===== config.mk =====
export PLATFORM = sky130hd
export DESIGN_NAME = image_output_slice
export DESIGN_NICKNAME = d
export VERILOG_FILES = /design/src/hdl/image_pipe_pkg.sv /design/src/hdl/image_output_slice.sv
export VERILOG_INCLUDE_DIRS = /design/src /design/src/hdl
export SDC_FILE = /design/constraint.sdc
export NUM_CORES = 1
export LEC_CHECK = 0
export BUFFER_PORTS_ARGS = -buffer_cell sky130_fd_sc_hd__buf_2
export CAP_MARGIN = 20
export CORE_MARGIN = 1
export CORE_UTILIZATION = 46
export DETAILED_ROUTE_END_ITERATION = 10
export HOLD_SLACK_MARGIN = 0.02
export PLACE_DENSITY_LB_ADDON = 0.1
export SLEW_MARGIN = 20
export SYNTH_ARGS = -nofsm -noshare
export SYNTH_HDL_FRONTEND = slang
export SYNTH_SLANG_ARGS = --single-unit

===== constraint.sdc =====
create_clock -name aclk -period 2.81 [get_ports aclk]
set_input_delay 0.843 -clock aclk [delete_from_list [all_inputs] [get_ports aclk]]
set_output_delay 0.843 -clock aclk [all_outputs]
set_load 0.1 [all_outputs]

===== src/hdl/image_pipe_macros.svh =====
// image pipe sizes
// word, lane and kernel dimensions shared by the front end blocks

`ifndef IMAGE_PIPE_MACROS_SVH
`define IMAGE_PIPE_MACROS_SVH

// ----------------------------------------------------------------------
// pixel words
// ----------------------------------------------------------------------
`define IP_WORD_WIDTH   8   // bits per pixel word

// ----------------------------------------------------------------------
// lanes and kernel
// ----------------------------------------------------------------------
`define IP_UNITS        4   // output words per lane
`define IP_KH_MAX       5   // largest odd kernel height
`define IP_KH2_MAX      2   // KH_MAX/2, rounded down

// input words per lane, padded with edges on both sides
`define IP_UNITS_EDGES  (`IP_UNITS + `IP_KH_MAX - 1)

// ----------------------------------------------------------------------
// counter widths
// ----------------------------------------------------------------------
`define IP_BITS_KH2     2   // holds kh2
`define IP_BITS_SHIFT   3   // holds 2*KH2_MAX

`endif


===== src/hdl/image_pipe_pkg.sv =====
// image pipe types
// pixel word, half kernel height and sequencer state

`include "image_pipe_macros.svh"

package image_pipe_pkg;

  // ----------------------------------------------------------------------
  // data types
  // ----------------------------------------------------------------------

  // one pixel word on a lane
  typedef logic [`IP_WORD_WIDTH-1:0] word_t;

  // half kernel height, as carried in header word 1
  typedef logic [`IP_BITS_KH2-1:0] kh2_t;

  // ----------------------------------------------------------------------
  // sequencer state
  // ----------------------------------------------------------------------

  // set_s   waits for the header beat of a frame
  // ones_s  sends kh2+1 config beats
  // pass_s  forwards pixel beats until the last beat of input 1
  typedef enum logic [1:0] {
    set_s  = 2'd0,
    ones_s = 2'd1,
    pass_s = 2'd2
  } pipe_state_e;

endpackage


===== src/hdl/image_output_slice.sv =====
// image output slice
// main plus skid register, so the output side can stall without losing beats

`timescale 1ns/1ps
`include "image_pipe_macros.svh"

module image_output_slice (
  input  logic                  aclk,
  input  logic                  rst_n,
  input  logic                  buf_valid,
  output logic                  buf_ready,
  input  image_pipe_pkg::word_t buf_data_1 [`IP_UNITS],
  input  image_pipe_pkg::word_t buf_data_2 [`IP_UNITS],
  input  logic                  buf_is_max,
  input  image_pipe_pkg::kh2_t  buf_kh2,
  input  logic                  buf_is_config,
  output logic                  m_valid,
  input  logic                  m_ready,
  output image_pipe_pkg::word_t m_data_1 [`IP_UNITS],
  output image_pipe_pkg::word_t m_data_2 [`IP_UNITS],
  output logic                  m_is_max,
  output image_pipe_pkg::kh2_t  m_kh2,
  output logic                  m_is_config
);
  import image_pipe_pkg::*;

  localparam int UNITS      = `IP_UNITS;
  localparam int WORD_WIDTH = `IP_WORD_WIDTH;

  word_t                       skid_data_1 [UNITS];
  word_t                       skid_data_2 [UNITS];
  logic                        skid_is_max;
  kh2_t                        skid_kh2;
  logic                        skid_is_config;
  logic                        skid_valid;
  logic                        skid_valid_next;
  logic                        in_hs;
  logic                        out_free;   // main register can take a beat
  logic [UNITS*WORD_WIDTH-1:0] m_flat_1;
  logic [UNITS*WORD_WIDTH-1:0] m_flat_2;

  assign in_hs    = buf_valid && buf_ready;
  assign out_free = !m_valid || m_ready;

  // skid fills only when a beat arrives while the output is stalled
  always_comb begin
    skid_valid_next = skid_valid;
    if (out_free) skid_valid_next = 1'b0;
    else if (in_hs) skid_valid_next = 1'b1;
  end

  always_ff @(posedge aclk) begin
    if (!rst_n) begin
      m_valid    <= 1'b0;
      skid_valid <= 1'b0;
      buf_ready  <= 1'b0;
    end else begin
      skid_valid <= skid_valid_next;
      buf_ready  <= !skid_valid_next;
      if (out_free) m_valid <= skid_valid || in_hs;
    end
  end

  always_ff @(posedge aclk) begin
    if (out_free) begin
      m_data_1    <= skid_valid ? skid_data_1 : buf_data_1;
      m_data_2    <= skid_valid ? skid_data_2 : buf_data_2;
      m_is_max    <= skid_valid ? skid_is_max : buf_is_max;
      m_kh2       <= skid_valid ? skid_kh2 : buf_kh2;
      m_is_config <= skid_valid ? skid_is_config : buf_is_config;
    end
    if (buf_ready) begin   // skid is empty, keep it tracking the input
      skid_data_1    <= buf_data_1;
      skid_data_2    <= buf_data_2;
      skid_is_max    <= buf_is_max;
      skid_kh2       <= buf_kh2;
      skid_is_config <= buf_is_config;
    end
  end

  assign m_flat_1 = {>>{m_data_1}};
  assign m_flat_2 = {>>{m_data_2}};

  a_out_stable: assert property (@(posedge aclk) disable iff (!rst_n)
    (m_valid && !m_ready) |=> (m_valid && $stable(m_flat_1) && $stable(m_flat_2)
                               && $stable({m_is_max, m_kh2, m_is_config})));

endmodule


==> flow_metrics.tcl <==
set metrics [dict create \
    dp_slack_ns 0.8716 \
    p_switching_mw 1.425 \
    clock-root-buffer "clkbuf_8" \
    holdWs_ns 0.5125 \
    async_flop_share_pct 0 \
    setup_ws_ns 0.6035 \
    synth_common_cells "edfxtp_1 (136), mux2_2 (59), mux2_4 (9), buf_2 (5), dfxtp_1 (3)" \
    p_seq_share_pct 47.9 \
    diodes 0 \
    gp_congestion 0.6870 \
    die_h_um 106.8 \
    cp_slowest_cell "buf_2" \
    setup_viol 0 \
    yosys.area.top_type "edfxtp_1" \
    pwr-share-comb_pct 14.7 \
    clock_path_buffers 2 \
    yosysWarnings 0 \
    crit_path_start_kind "flip-flop" \
    fin_tns_setup_ns 0 \
    syn2layout_area_growth_pct 27.46 \
    finClkSkew_ns 0.009524 \
    grt_pass1_wl_um 13770 \
    max_freq_mhz 453.2 \
    cts_sinks 139 \
    cts.clk_slew.worst_paths_ns 0.06 \
    cp_slowest_stage_delay_ns 0.46 \
    drc_errors 0 \
    crit_buf_inv 1 \
    crit_end "m_valid" \
    wl_per_cell_um 17.30 \
    overflow 0 \
    ys.flop_type "edfxtp_1" \
    routed_wl_um 9083 \
    syn_inst 220 \
    numPortBuffers 141 \
    path_max_fanout 2 \
    reg2reg_from "skid_valid$_SDFF_PN0_" \
    startpoint "m_valid$_SDFFE_PN0P_" \
    syn_nets 292 \
    drv_slew 0 \
    maxSlewHeadroom_pct 36.22 \
    status "complete, no violations" \
    powerDensity_nw_per_um2 797.0 \
    yosysSeqAreaShare_pct 82.08 \
    antenna_found_initial 0 \
    h-tree-depth 4 \
    antenna_left 0 \
    worstPathArrival_ns 1.36 \
    r2r_slack_ns 1.18 \
    postLayoutCoreUtil_pct 61.50 \
    cts_resized 0 \
    peakVddDrop_v 0.0007803 \
    p_leak_nw 2.513 \
    critPathTopFamily "buffers and inverters" \
    clock_power_share_pct 37.4 \
    num_io_pins 142 \
    nFillCells 791 \
    rr_endpoint "m_data_1[2]$_DFFE_PP_" \
    syn_area_um2 5049 \
    finalCriticalPeriod_ns 2.207 \
    grt_start_max_net_pins 70 \
    nNetsFinal 448 \
    fin_crit_sh_pct 78.52 \
    post-cts-setup-buffers 0 \
    row_count 37 \
    hold_viol 0 \
    holdCritPathClass "in2reg" \
    vias_per_cell 4.960 \
    cts_tree "yes" \
    worst_pin_slew_ns 0.9567 \
    rsz0062_at_grt "no" \
    clkLatencyLatePin_ns 0.52 \
    die_x_um 106.8 \
    drt_iter0_markers 101 \
    synth-edff-count 136 \
    ys_top_cells_by_area "edfxtp_1 (81%), mux2_2 (13%), mux2_4 (2.7%)" \
    grt_usage_pct 16.96 \
    crit_path_cell_trace "buf_2" \
    grt_pass1_vias 2711 \
    crit_cells 1 \
    hold_buffers 0 \
    crit_path_end_kind "primary output" \
    maxCapViolations 0 \
    cts_buffers 17 \
    num_vias 2604 \
    coreArea_um2 10460 \
    die-area_um2 11400 \
    synthDistinctLibCells 12 \
    syn_area_per_cell_um2 22.95 \
    crit_required_ns 1.97 \
    p_int_mw 3.704 \
    yosysTopAreaCellShare_pct 80.89 \
    yosysMostFrequentCell "edfxtp_1" \
    critPathKind "reg2out" \
    r2r_cells 2 \
    hpwl_um 5857 \
    dr.pass1.iters 4 \
    drive_gt1_share_pct 61.70 \
    switching_share_pct 27.78 \
    start_util_pct 48.25 \
    ys_seq_elements 139 \
]
[worst min-delay path by stage]
stage / from / endpoint / slack [ns] / depth (start not counted)
4_1_cts: buf_data_1[28] / skid_data_1[28]$_DFFE_PP_ / 0.48 / 1
2_1_floorplan: skid_data_1[0]$_DFFE_PP_ / m_data_1[0]$_DFFE_PP_ / 0.52 / 1
3_3_place_gp: skid_data_1[6]$_DFFE_PP_ / m_data_1[6]$_DFFE_PP_ / 0.53 / 1
3_5_place_dp: skid_data_2[8]$_DFFE_PP_ / m_data_2[8]$_DFFE_PP_ / 0.53 / 1
5_1_grt: buf_data_1[26] / skid_data_1[26]$_DFFE_PP_ / 0.47 / 1
6_report: buf_data_1[28] / skid_data_1[28]$_DFFE_PP_ / 0.51 / 1
[metal layers]
layer  wire [µm]  up-vias  global-route usage, %
li1            -     1200                      -
met1        3835     1291                  20.04
met5           0        -                      0
met3         742       12                  8.024
met4         151        0                  8.806
met2        4353      101                  25.81
[area by class of cell]
class	instances	area [µm²]	share of cell area, %
sequential	139	4151	64.51
multi-input combinational	73	844.6	13.12
timing repair buffer	145	760.7	11.82
clock buffer	21	429.2	6.669
tap	136	170.2	2.644
clock inverter	11	78.83	1.225
[power by group through the flow]
stage | clock, mW | combinational (mW) | sequential (mW)
finish | 1.92 | 0.755 | 2.46
global route | 2.05 | 0.780 | 2.47
global placement | 0 | 0.754 | 2.49
CTS | 1.97 | 0.761 | 2.46
detailed placement | 0 | 0.759 | 2.50
floorplan | 0 | 0.0688 | 3.03
[cell families after synthesis]
| kind of cell | count (synthesis) | share of synthesized area [%] |
|---|---|---|
| AOI/OAI and AO/OA | 3 | 0.4710 |
| buffers and inverters | 8 | 1.338 |
| and+or+nand+nor | 2 | 0.2727 |
| DFF | 139 | 82.08 |
| muxes | 68 | 15.84 |
[registers in the layout, summed over array words and instances, names as in the netlist]
| register | cells |
|---|---|
| buf_ready | 1 |
| m_data_1 | 32 |
| m_data_2 | 32 |
| m_is_config | 1 |
| m_is_max | 1 |
| m_kh2 | 2 |
| m_valid | 1 |
| skid_data_1 | 32 |
| skid_data_2 | 32 |
| skid_is_config | 1 |
| skid_is_max | 1 |
| skid_kh2 | 2 |
| skid_valid | 1 |
[through the flow]
step           instance area, µm²  power, mW  std cells
2_1_floorplan                5052      3.104        220
5_1_grt                      6435      5.300        525
6_report                     6435      5.129        525
3_3_place_gp                 5927      3.248        493
4_1_cts                      6435      5.188        525
3_5_place_dp                 5927      3.259        493
[placed cells by master, fill, tap and decap left out]
master and count:
buf_2 141, edfxtp_1 136, clkbuf_1 4, clkinvlp_4 2
a21oi_2 1, nand2b_4 1, dfxtp_1 1, clkbuf_16 16
clkinv_2 3, dfxtp_4 2, mux2_4 9, o21a_1 1
a21boi_0 1, mux2_2 59, buf_12 2, buf_4 2
clkinv_1 5, bufinv_16 1, nor3b_1 1, clkbuf_8 1
(Power assumes the default switching activity.)
