===== config.mk =====
export PLATFORM = sky130hd
export DESIGN_NAME = image_config_sequencer
export DESIGN_NICKNAME = d
export VERILOG_FILES = /design/src/hdl/image_pipe_pkg.sv /design/src/hdl/image_config_sequencer.sv
export VERILOG_INCLUDE_DIRS = /design/src /design/src/hdl
export SDC_FILE = /design/constraint.sdc
export NUM_CORES = 1
export LEC_CHECK = 0
export BUFFER_PORTS_ARGS = -buffer_cell sky130_fd_sc_hd__buf_2
export CORE_AREA = 2 2 103 105
export CTS_CLUSTER_SIZE = 10
export DETAILED_ROUTE_END_ITERATION = 8
export DIE_AREA = 0 0 105 107
export HOLD_SLACK_MARGIN = 0.15
export PLACE_DENSITY = 0.58
export SYNTH_ARGS = -nofsm -noshare
export SYNTH_HDL_FRONTEND = slang
export SYNTH_SLANG_ARGS = --single-unit

===== constraint.sdc =====
create_clock -name aclk -period 2.82 [get_ports aclk]
set_clock_uncertainty 0.1 [all_clocks]
set_input_delay 0.282 -clock aclk [delete_from_list [all_inputs] [get_ports aclk]]
set_output_delay 0.282 -clock aclk [all_outputs]
set_load 0.01 [all_outputs]

===== src/hdl/image_pipe_macros.svh =====
// image pipe sizes
// word, lane and kernel dimensions shared by the front end blocks

`ifndef IMAGE_PIPE_MACROS_SVH
`define IMAGE_PIPE_MACROS_SVH

// ----------------------------------------------------------------------
// pixel words
// ----------------------------------------------------------------------
`define IP_WORD_WIDTH   8   // bits per pixel word

// ----------------------------------------------------------------------
// lanes and kernel
// ----------------------------------------------------------------------
`define IP_UNITS        4   // output words per lane
`define IP_KH_MAX       5   // largest odd kernel height
`define IP_KH2_MAX      2   // KH_MAX/2, rounded down

// input words per lane, padded with edges on both sides
`define IP_UNITS_EDGES  (`IP_UNITS + `IP_KH_MAX - 1)

// ----------------------------------------------------------------------
// counter widths
// ----------------------------------------------------------------------
`define IP_BITS_KH2     2   // holds kh2
`define IP_BITS_SHIFT   3   // holds 2*KH2_MAX

`endif


===== src/hdl/image_pipe_pkg.sv =====
// image pipe types
// pixel word, half kernel height and sequencer state

`include "image_pipe_macros.svh"

package image_pipe_pkg;

  // ----------------------------------------------------------------------
  // data types
  // ----------------------------------------------------------------------

  // one pixel word on a lane
  typedef logic [`IP_WORD_WIDTH-1:0] word_t;

  // half kernel height, as carried in header word 1
  typedef logic [`IP_BITS_KH2-1:0] kh2_t;

  // ----------------------------------------------------------------------
  // sequencer state
  // ----------------------------------------------------------------------

  // set_s   waits for the header beat of a frame
  // ones_s  sends kh2+1 config beats
  // pass_s  forwards pixel beats until the last beat of input 1
  typedef enum logic [1:0] {
    set_s  = 2'd0,
    ones_s = 2'd1,
    pass_s = 2'd2
  } pipe_state_e;

endpackage


===== src/hdl/image_config_sequencer.sv =====
// image config sequencer
// reads the frame header, emits config beats, then muxes inputs 1 and 2 onto two lanes

`timescale 1ns/1ps
`include "image_pipe_macros.svh"

module image_config_sequencer (
  input  logic                  aclk,
  input  logic                  rst_n,
  input  logic                  s_1_valid,
  input  logic                  s_1_last,
  input  image_pipe_pkg::word_t s_1_data [`IP_UNITS_EDGES],
  output logic                  s_1_ready,
  input  logic                  s_2_valid,
  input  image_pipe_pkg::word_t s_2_data [`IP_UNITS_EDGES],
  output logic                  s_2_ready,
  output logic                  seq_valid,
  input  logic                  seq_ready,
  output image_pipe_pkg::word_t seq_data_1 [`IP_UNITS_EDGES],
  output image_pipe_pkg::word_t seq_data_2 [`IP_UNITS_EDGES],
  output logic                  seq_is_max,
  output image_pipe_pkg::kh2_t  seq_kh2,
  output logic                  seq_is_config
);
  import image_pipe_pkg::*;

  localparam int UNITS_EDGES = `IP_UNITS_EDGES;
  localparam int KH2_MAX     = `IP_KH2_MAX;
  localparam int BITS_KH2    = `IP_BITS_KH2;

  pipe_state_e state;
  logic        is_max_q;   // header word 0
  kh2_t        kh2_q;      // header word 1
  kh2_t        ones_cnt;   // config beats sent so far
  logic        s_1_hs;
  logic        seq_hs;

  assign s_1_hs = s_1_valid && s_1_ready;
  assign seq_hs = seq_valid && seq_ready;

  // ----------------------------------------------------------------------
  // state and header registers
  // ----------------------------------------------------------------------
  always_ff @(posedge aclk) begin
    if (!rst_n) begin
      state    <= set_s;
      is_max_q <= 1'b0;
      kh2_q    <= '0;
      ones_cnt <= '0;
    end else begin
      case (state)
        set_s: begin
          if (s_1_hs) begin
            is_max_q <= s_1_data[0][0];
            kh2_q    <= s_1_data[1][BITS_KH2-1:0];
            ones_cnt <= '0;
            state    <= ones_s;
          end
        end
        ones_s: begin
          if (seq_hs) begin
            if (ones_cnt == kh2_q) state <= pass_s;  // kh2+1 beats done
            else ones_cnt <= ones_cnt + 1'b1;
          end
        end
        pass_s: begin
          if (s_1_hs && s_1_last) state <= set_s;
        end
        default: state <= set_s;
      endcase
    end
  end

  // ----------------------------------------------------------------------
  // handshake, joined across both inputs in max mode
  // ----------------------------------------------------------------------
  always_comb begin
    seq_valid = 1'b0;
    s_1_ready = 1'b0;
    s_2_ready = 1'b0;
    case (state)
      set_s:  s_1_ready = seq_ready;   // header is swallowed, not forwarded
      ones_s: seq_valid = 1'b1;
      pass_s: begin
        if (is_max_q) begin
          seq_valid = s_1_valid && s_2_valid;
          s_1_ready = seq_ready && s_2_valid;
          s_2_ready = seq_ready && s_1_valid;
        end else begin
          seq_valid = s_1_valid;
          s_1_ready = seq_ready;
        end
      end
      default: ;
    endcase
  end

  // ----------------------------------------------------------------------
  // lane mux
  // ----------------------------------------------------------------------

  // config beats carry ones on the first KH2_MAX+1 words and zeros elsewhere
  always_comb begin
    for (int u = 0; u < UNITS_EDGES; u++) begin
      if (state == ones_s) begin
        seq_data_1[u] = (u <= KH2_MAX) ? word_t'(1) : word_t'(0);
        seq_data_2[u] = (u <= KH2_MAX) ? word_t'(1) : word_t'(0);
      end else begin
        seq_data_1[u] = s_1_data[u];
        seq_data_2[u] = is_max_q ? s_2_data[u] : s_1_data[u];
      end
    end
  end

  assign seq_is_max    = is_max_q;
  assign seq_kh2       = kh2_q;
  assign seq_is_config = (state == ones_s);

  // input 2 is consumed only in a max frame, together with input 1 and the lane beat
  a_s2_joined: assert property (@(posedge aclk) disable iff (!rst_n)
    (s_2_valid && s_2_ready) |-> (state == pass_s && is_max_q && s_1_hs && seq_hs));

endmodule


==> impl_metrics.env <==
export IMPL_num_rows=37
export IMPL_cts_buffers=3
export IMPL_drv_slew=0
export IMPL_leakagePower_nw=1.83
export IMPL_dp_hpwl_um=6810
export IMPL_holdBufCountCts=0
export IMPL_clk_latency_ns=0.22
export IMPL_setup_slack_ns=0.596
export IMPL_place_gp_congestion=0.760
export IMPL_cpMaxStageDelayCell="ha_4"
export IMPL_synth_cells=271
export IMPL_cts_repair_resized=0
export IMPL_drt_antenna_violating_nets=0
export IMPL_end_kind="output port"
export IMPL_drt_iter0_markers=195
export IMPL_place_ws_ns=0.799
export IMPL_grt_max_degree=73
export IMPL_drc_errors=0
export IMPL_cp_required_ns=2.44
export IMPL_peakVddDrop_v=0.000318
export IMPL_clock_sinks=7
export IMPL_grt_usage_pct=12.3
export IMPL_relSlewSlack_pct=58.9
export IMPL_synth_top_area_share_pct=36.7
export IMPL_critical_path_arrival_ns=1.84
export IMPL_die_area_um2=11200
export IMPL_hp_class="input port to flop"
export IMPL_critPathLaunchType="flop"
export IMPL_io_pins=269
export IMPL_synthDistinctLibCells=28
export IMPL_fin_cells=660
export IMPL_critPathBufInv=3
export IMPL_coreArea_um2=10100
export IMPL_async_flop_share_pct=0
export IMPL_clk_pin_slew_ns=0.04
export IMPL_power_density_nw_per_um2=576
export IMPL_yosys_warnings=0
export IMPL_slowest_delay_ns=0.54
export IMPL_synth_area_leaders="mux2i_1 37%, nor2b_1 21%, nor2_1 14%"
export IMPL_vias=2758
export IMPL_grt_pass1_vias=2421
export IMPL_path_class="flop to output port"
export IMPL_rsz0062_at_grt="false"
export IMPL_vias_per_cell=4.18
export IMPL_setup_tns_ns=0
export IMPL_io_buffers=268
export IMPL_syn_nets=408
export IMPL_synthFlopType="dfxtp_1"
export IMPL_postCtsSetupBuffers=0
export IMPL_max_freq_ghz=0.450
export IMPL_crit_chain="inv_1, ha_4, buf_12, nor2b_1, buf_2"
export IMPL_finalSetupViolations=0
export IMPL_maxCapViolations=0
export IMPL_synth_avg_cell_area_um2=6.85
export IMPL_hold_viol=0
export IMPL_synth_commonest_cells="68 x mux2i_1, 67 x nor2_1, 63 x nor2b_1"
export IMPL_synth_edf_count=0
export IMPL_diodes=0
export IMPL_drive_gt1_share_pct=53.6
export IMPL_yosysSeqAreaShare_pct=7.55
export IMPL_synth_most_common_cell="mux2i_1"
export IMPL_first_pass_iters=4
export IMPL_area_growth_pct=81.7
export IMPL_critPathTopFamily="buffers and inverters"
export IMPL_die_w_um=105
export IMPL_grt_pass1_wl_um=11600
export IMPL_htreeDepth=1
export IMPL_final_min_clock_period_ns=2.22
export IMPL_critPathMaxFanout=72
export IMPL_clk_path_buf_depth=2
export IMPL_status="finished, final reports clean"
export IMPL_wl_um=8090
export IMPL_cts_tree="yes"
export IMPL_wl_per_cell_um=12.3
export IMPL_start_util_pct=18.4
export IMPL_antenna_found_initial=0
export IMPL_grt_overflow_total=0
export IMPL_tightest_slew_ns=0.617
export IMPL_synth_seq_cells=7
export IMPL_clock_root_buffer="clkbuf_8"
export IMPL_syn_area_um2=1860
export IMPL_yosys_area_top_type="mux2i_1"
export IMPL_placed_cells=656
export IMPL_finalCritPeriodShare_pct=78.9
export IMPL_fin_nets=662
export IMPL_die_h_um=107
## through the flow
step / cell area [um2] / util (%) / hold slack, ns / power [mW]
6_report: 3370 / 33.4 / 0.224 / 1.94
2_1_floorplan: 1860 / - / 0.313 / 1.13
3_5_place_dp: 3330 / 33.0 / 0.410 / 1.82
5_1_grt: 3370 / 33.4 / 0.245 / 2.11
3_3_place_gp: 3330 / 33.0 / 0.401 / 1.80
4_1_cts: 3370 / 33.4 / 0.228 / 1.97
## cell type report
class / instances / area [um2]
clock buffers: 4 / 45.0
repair buffers: 272 / 1400
multi-input cells: 236 / 1600
flip-flops and latches: 7 / 144
inverters: 5 / 18.8
well taps: 136 / 170
fillers: 1091 / 6720
## kinds of logic (layout without fill, tap and decap cells)
kind of cell	after synthesis	count (layout)	synth area share, %
buffers and inverters	28	281	7.08
and+or+nand+nor	149	149	39.9
DFF	7	7	7.55
muxes	68	68	36.7
AOI/OAI and AO/OA	14	14	5.87
adders and majority gates	3	3	2.02
xor gates and xnor gates	2	2	0.944
## layout by cell type, fill, tap and decap left out, drive strengths merged, types with 2 or more instances in the layout
cell type	count
mux2i	68
buf	272
nand3	3
nor2b	63
nor2	67
inv	5
ha	3
clkbuf	4
nand2	9
dfxtp	7
or2	3
xnor2	2
a21oi	4
and3	2
## worst paths after layout
kind | slack [ns] | endpoint | from | cells past startpoint
worst max-delay path | 0.60 | seq_data_1[47] | state[1]$_SDFFE_PN0P_ | 5
worst min-delay path | 0.22 | seq_kh2[0]$_SDFFE_PN0P_ | s_1_data[48] | 3
worst max register to register | 0.92 | ones_cnt[1]$_SDFFE_PN0P_ | state[1]$_SDFFE_PN0P_ | 6
worst min register to register | 0.41 | state[0]$_SDFFE_PN0P_ | state[0]$_SDFFE_PN0P_ | 2
## sequential cells by signal (all words and copies together) (netlist names)
signal,cells
state,2
ones_cnt,2
seq_is_max,1
seq_kh2,2
## worst min-delay path, delay by kind of cell
family,cells,cell delay [ns]
buffers and inverters,1,0.09
AND/OR/NAND/NOR,1,0.07
multiplexers,1,0.06
## power breakdown
part	switching, mW	leakage [nW]	internal, mW	total (mW)
clock network	0.0399	0.0228	0.0975	0.137
registers	0.0333	0.0578	0.118	0.151
logic	0.943	1.75	0.710	1.65
total	1.02	1.83	0.925	1.94
## per-layer routing
| layer | global-route usage (%) | share of wire (%) |
|---|---|---|
| met1 | 15.0 | 40 |
| met2 | 23.0 | 52 |
| met3 | 1.76 | 7.9 |
| met4 | 2.57 | 0.87 |
| met5 | 0 | 0 |
Power figures use the tool's default switching activity.
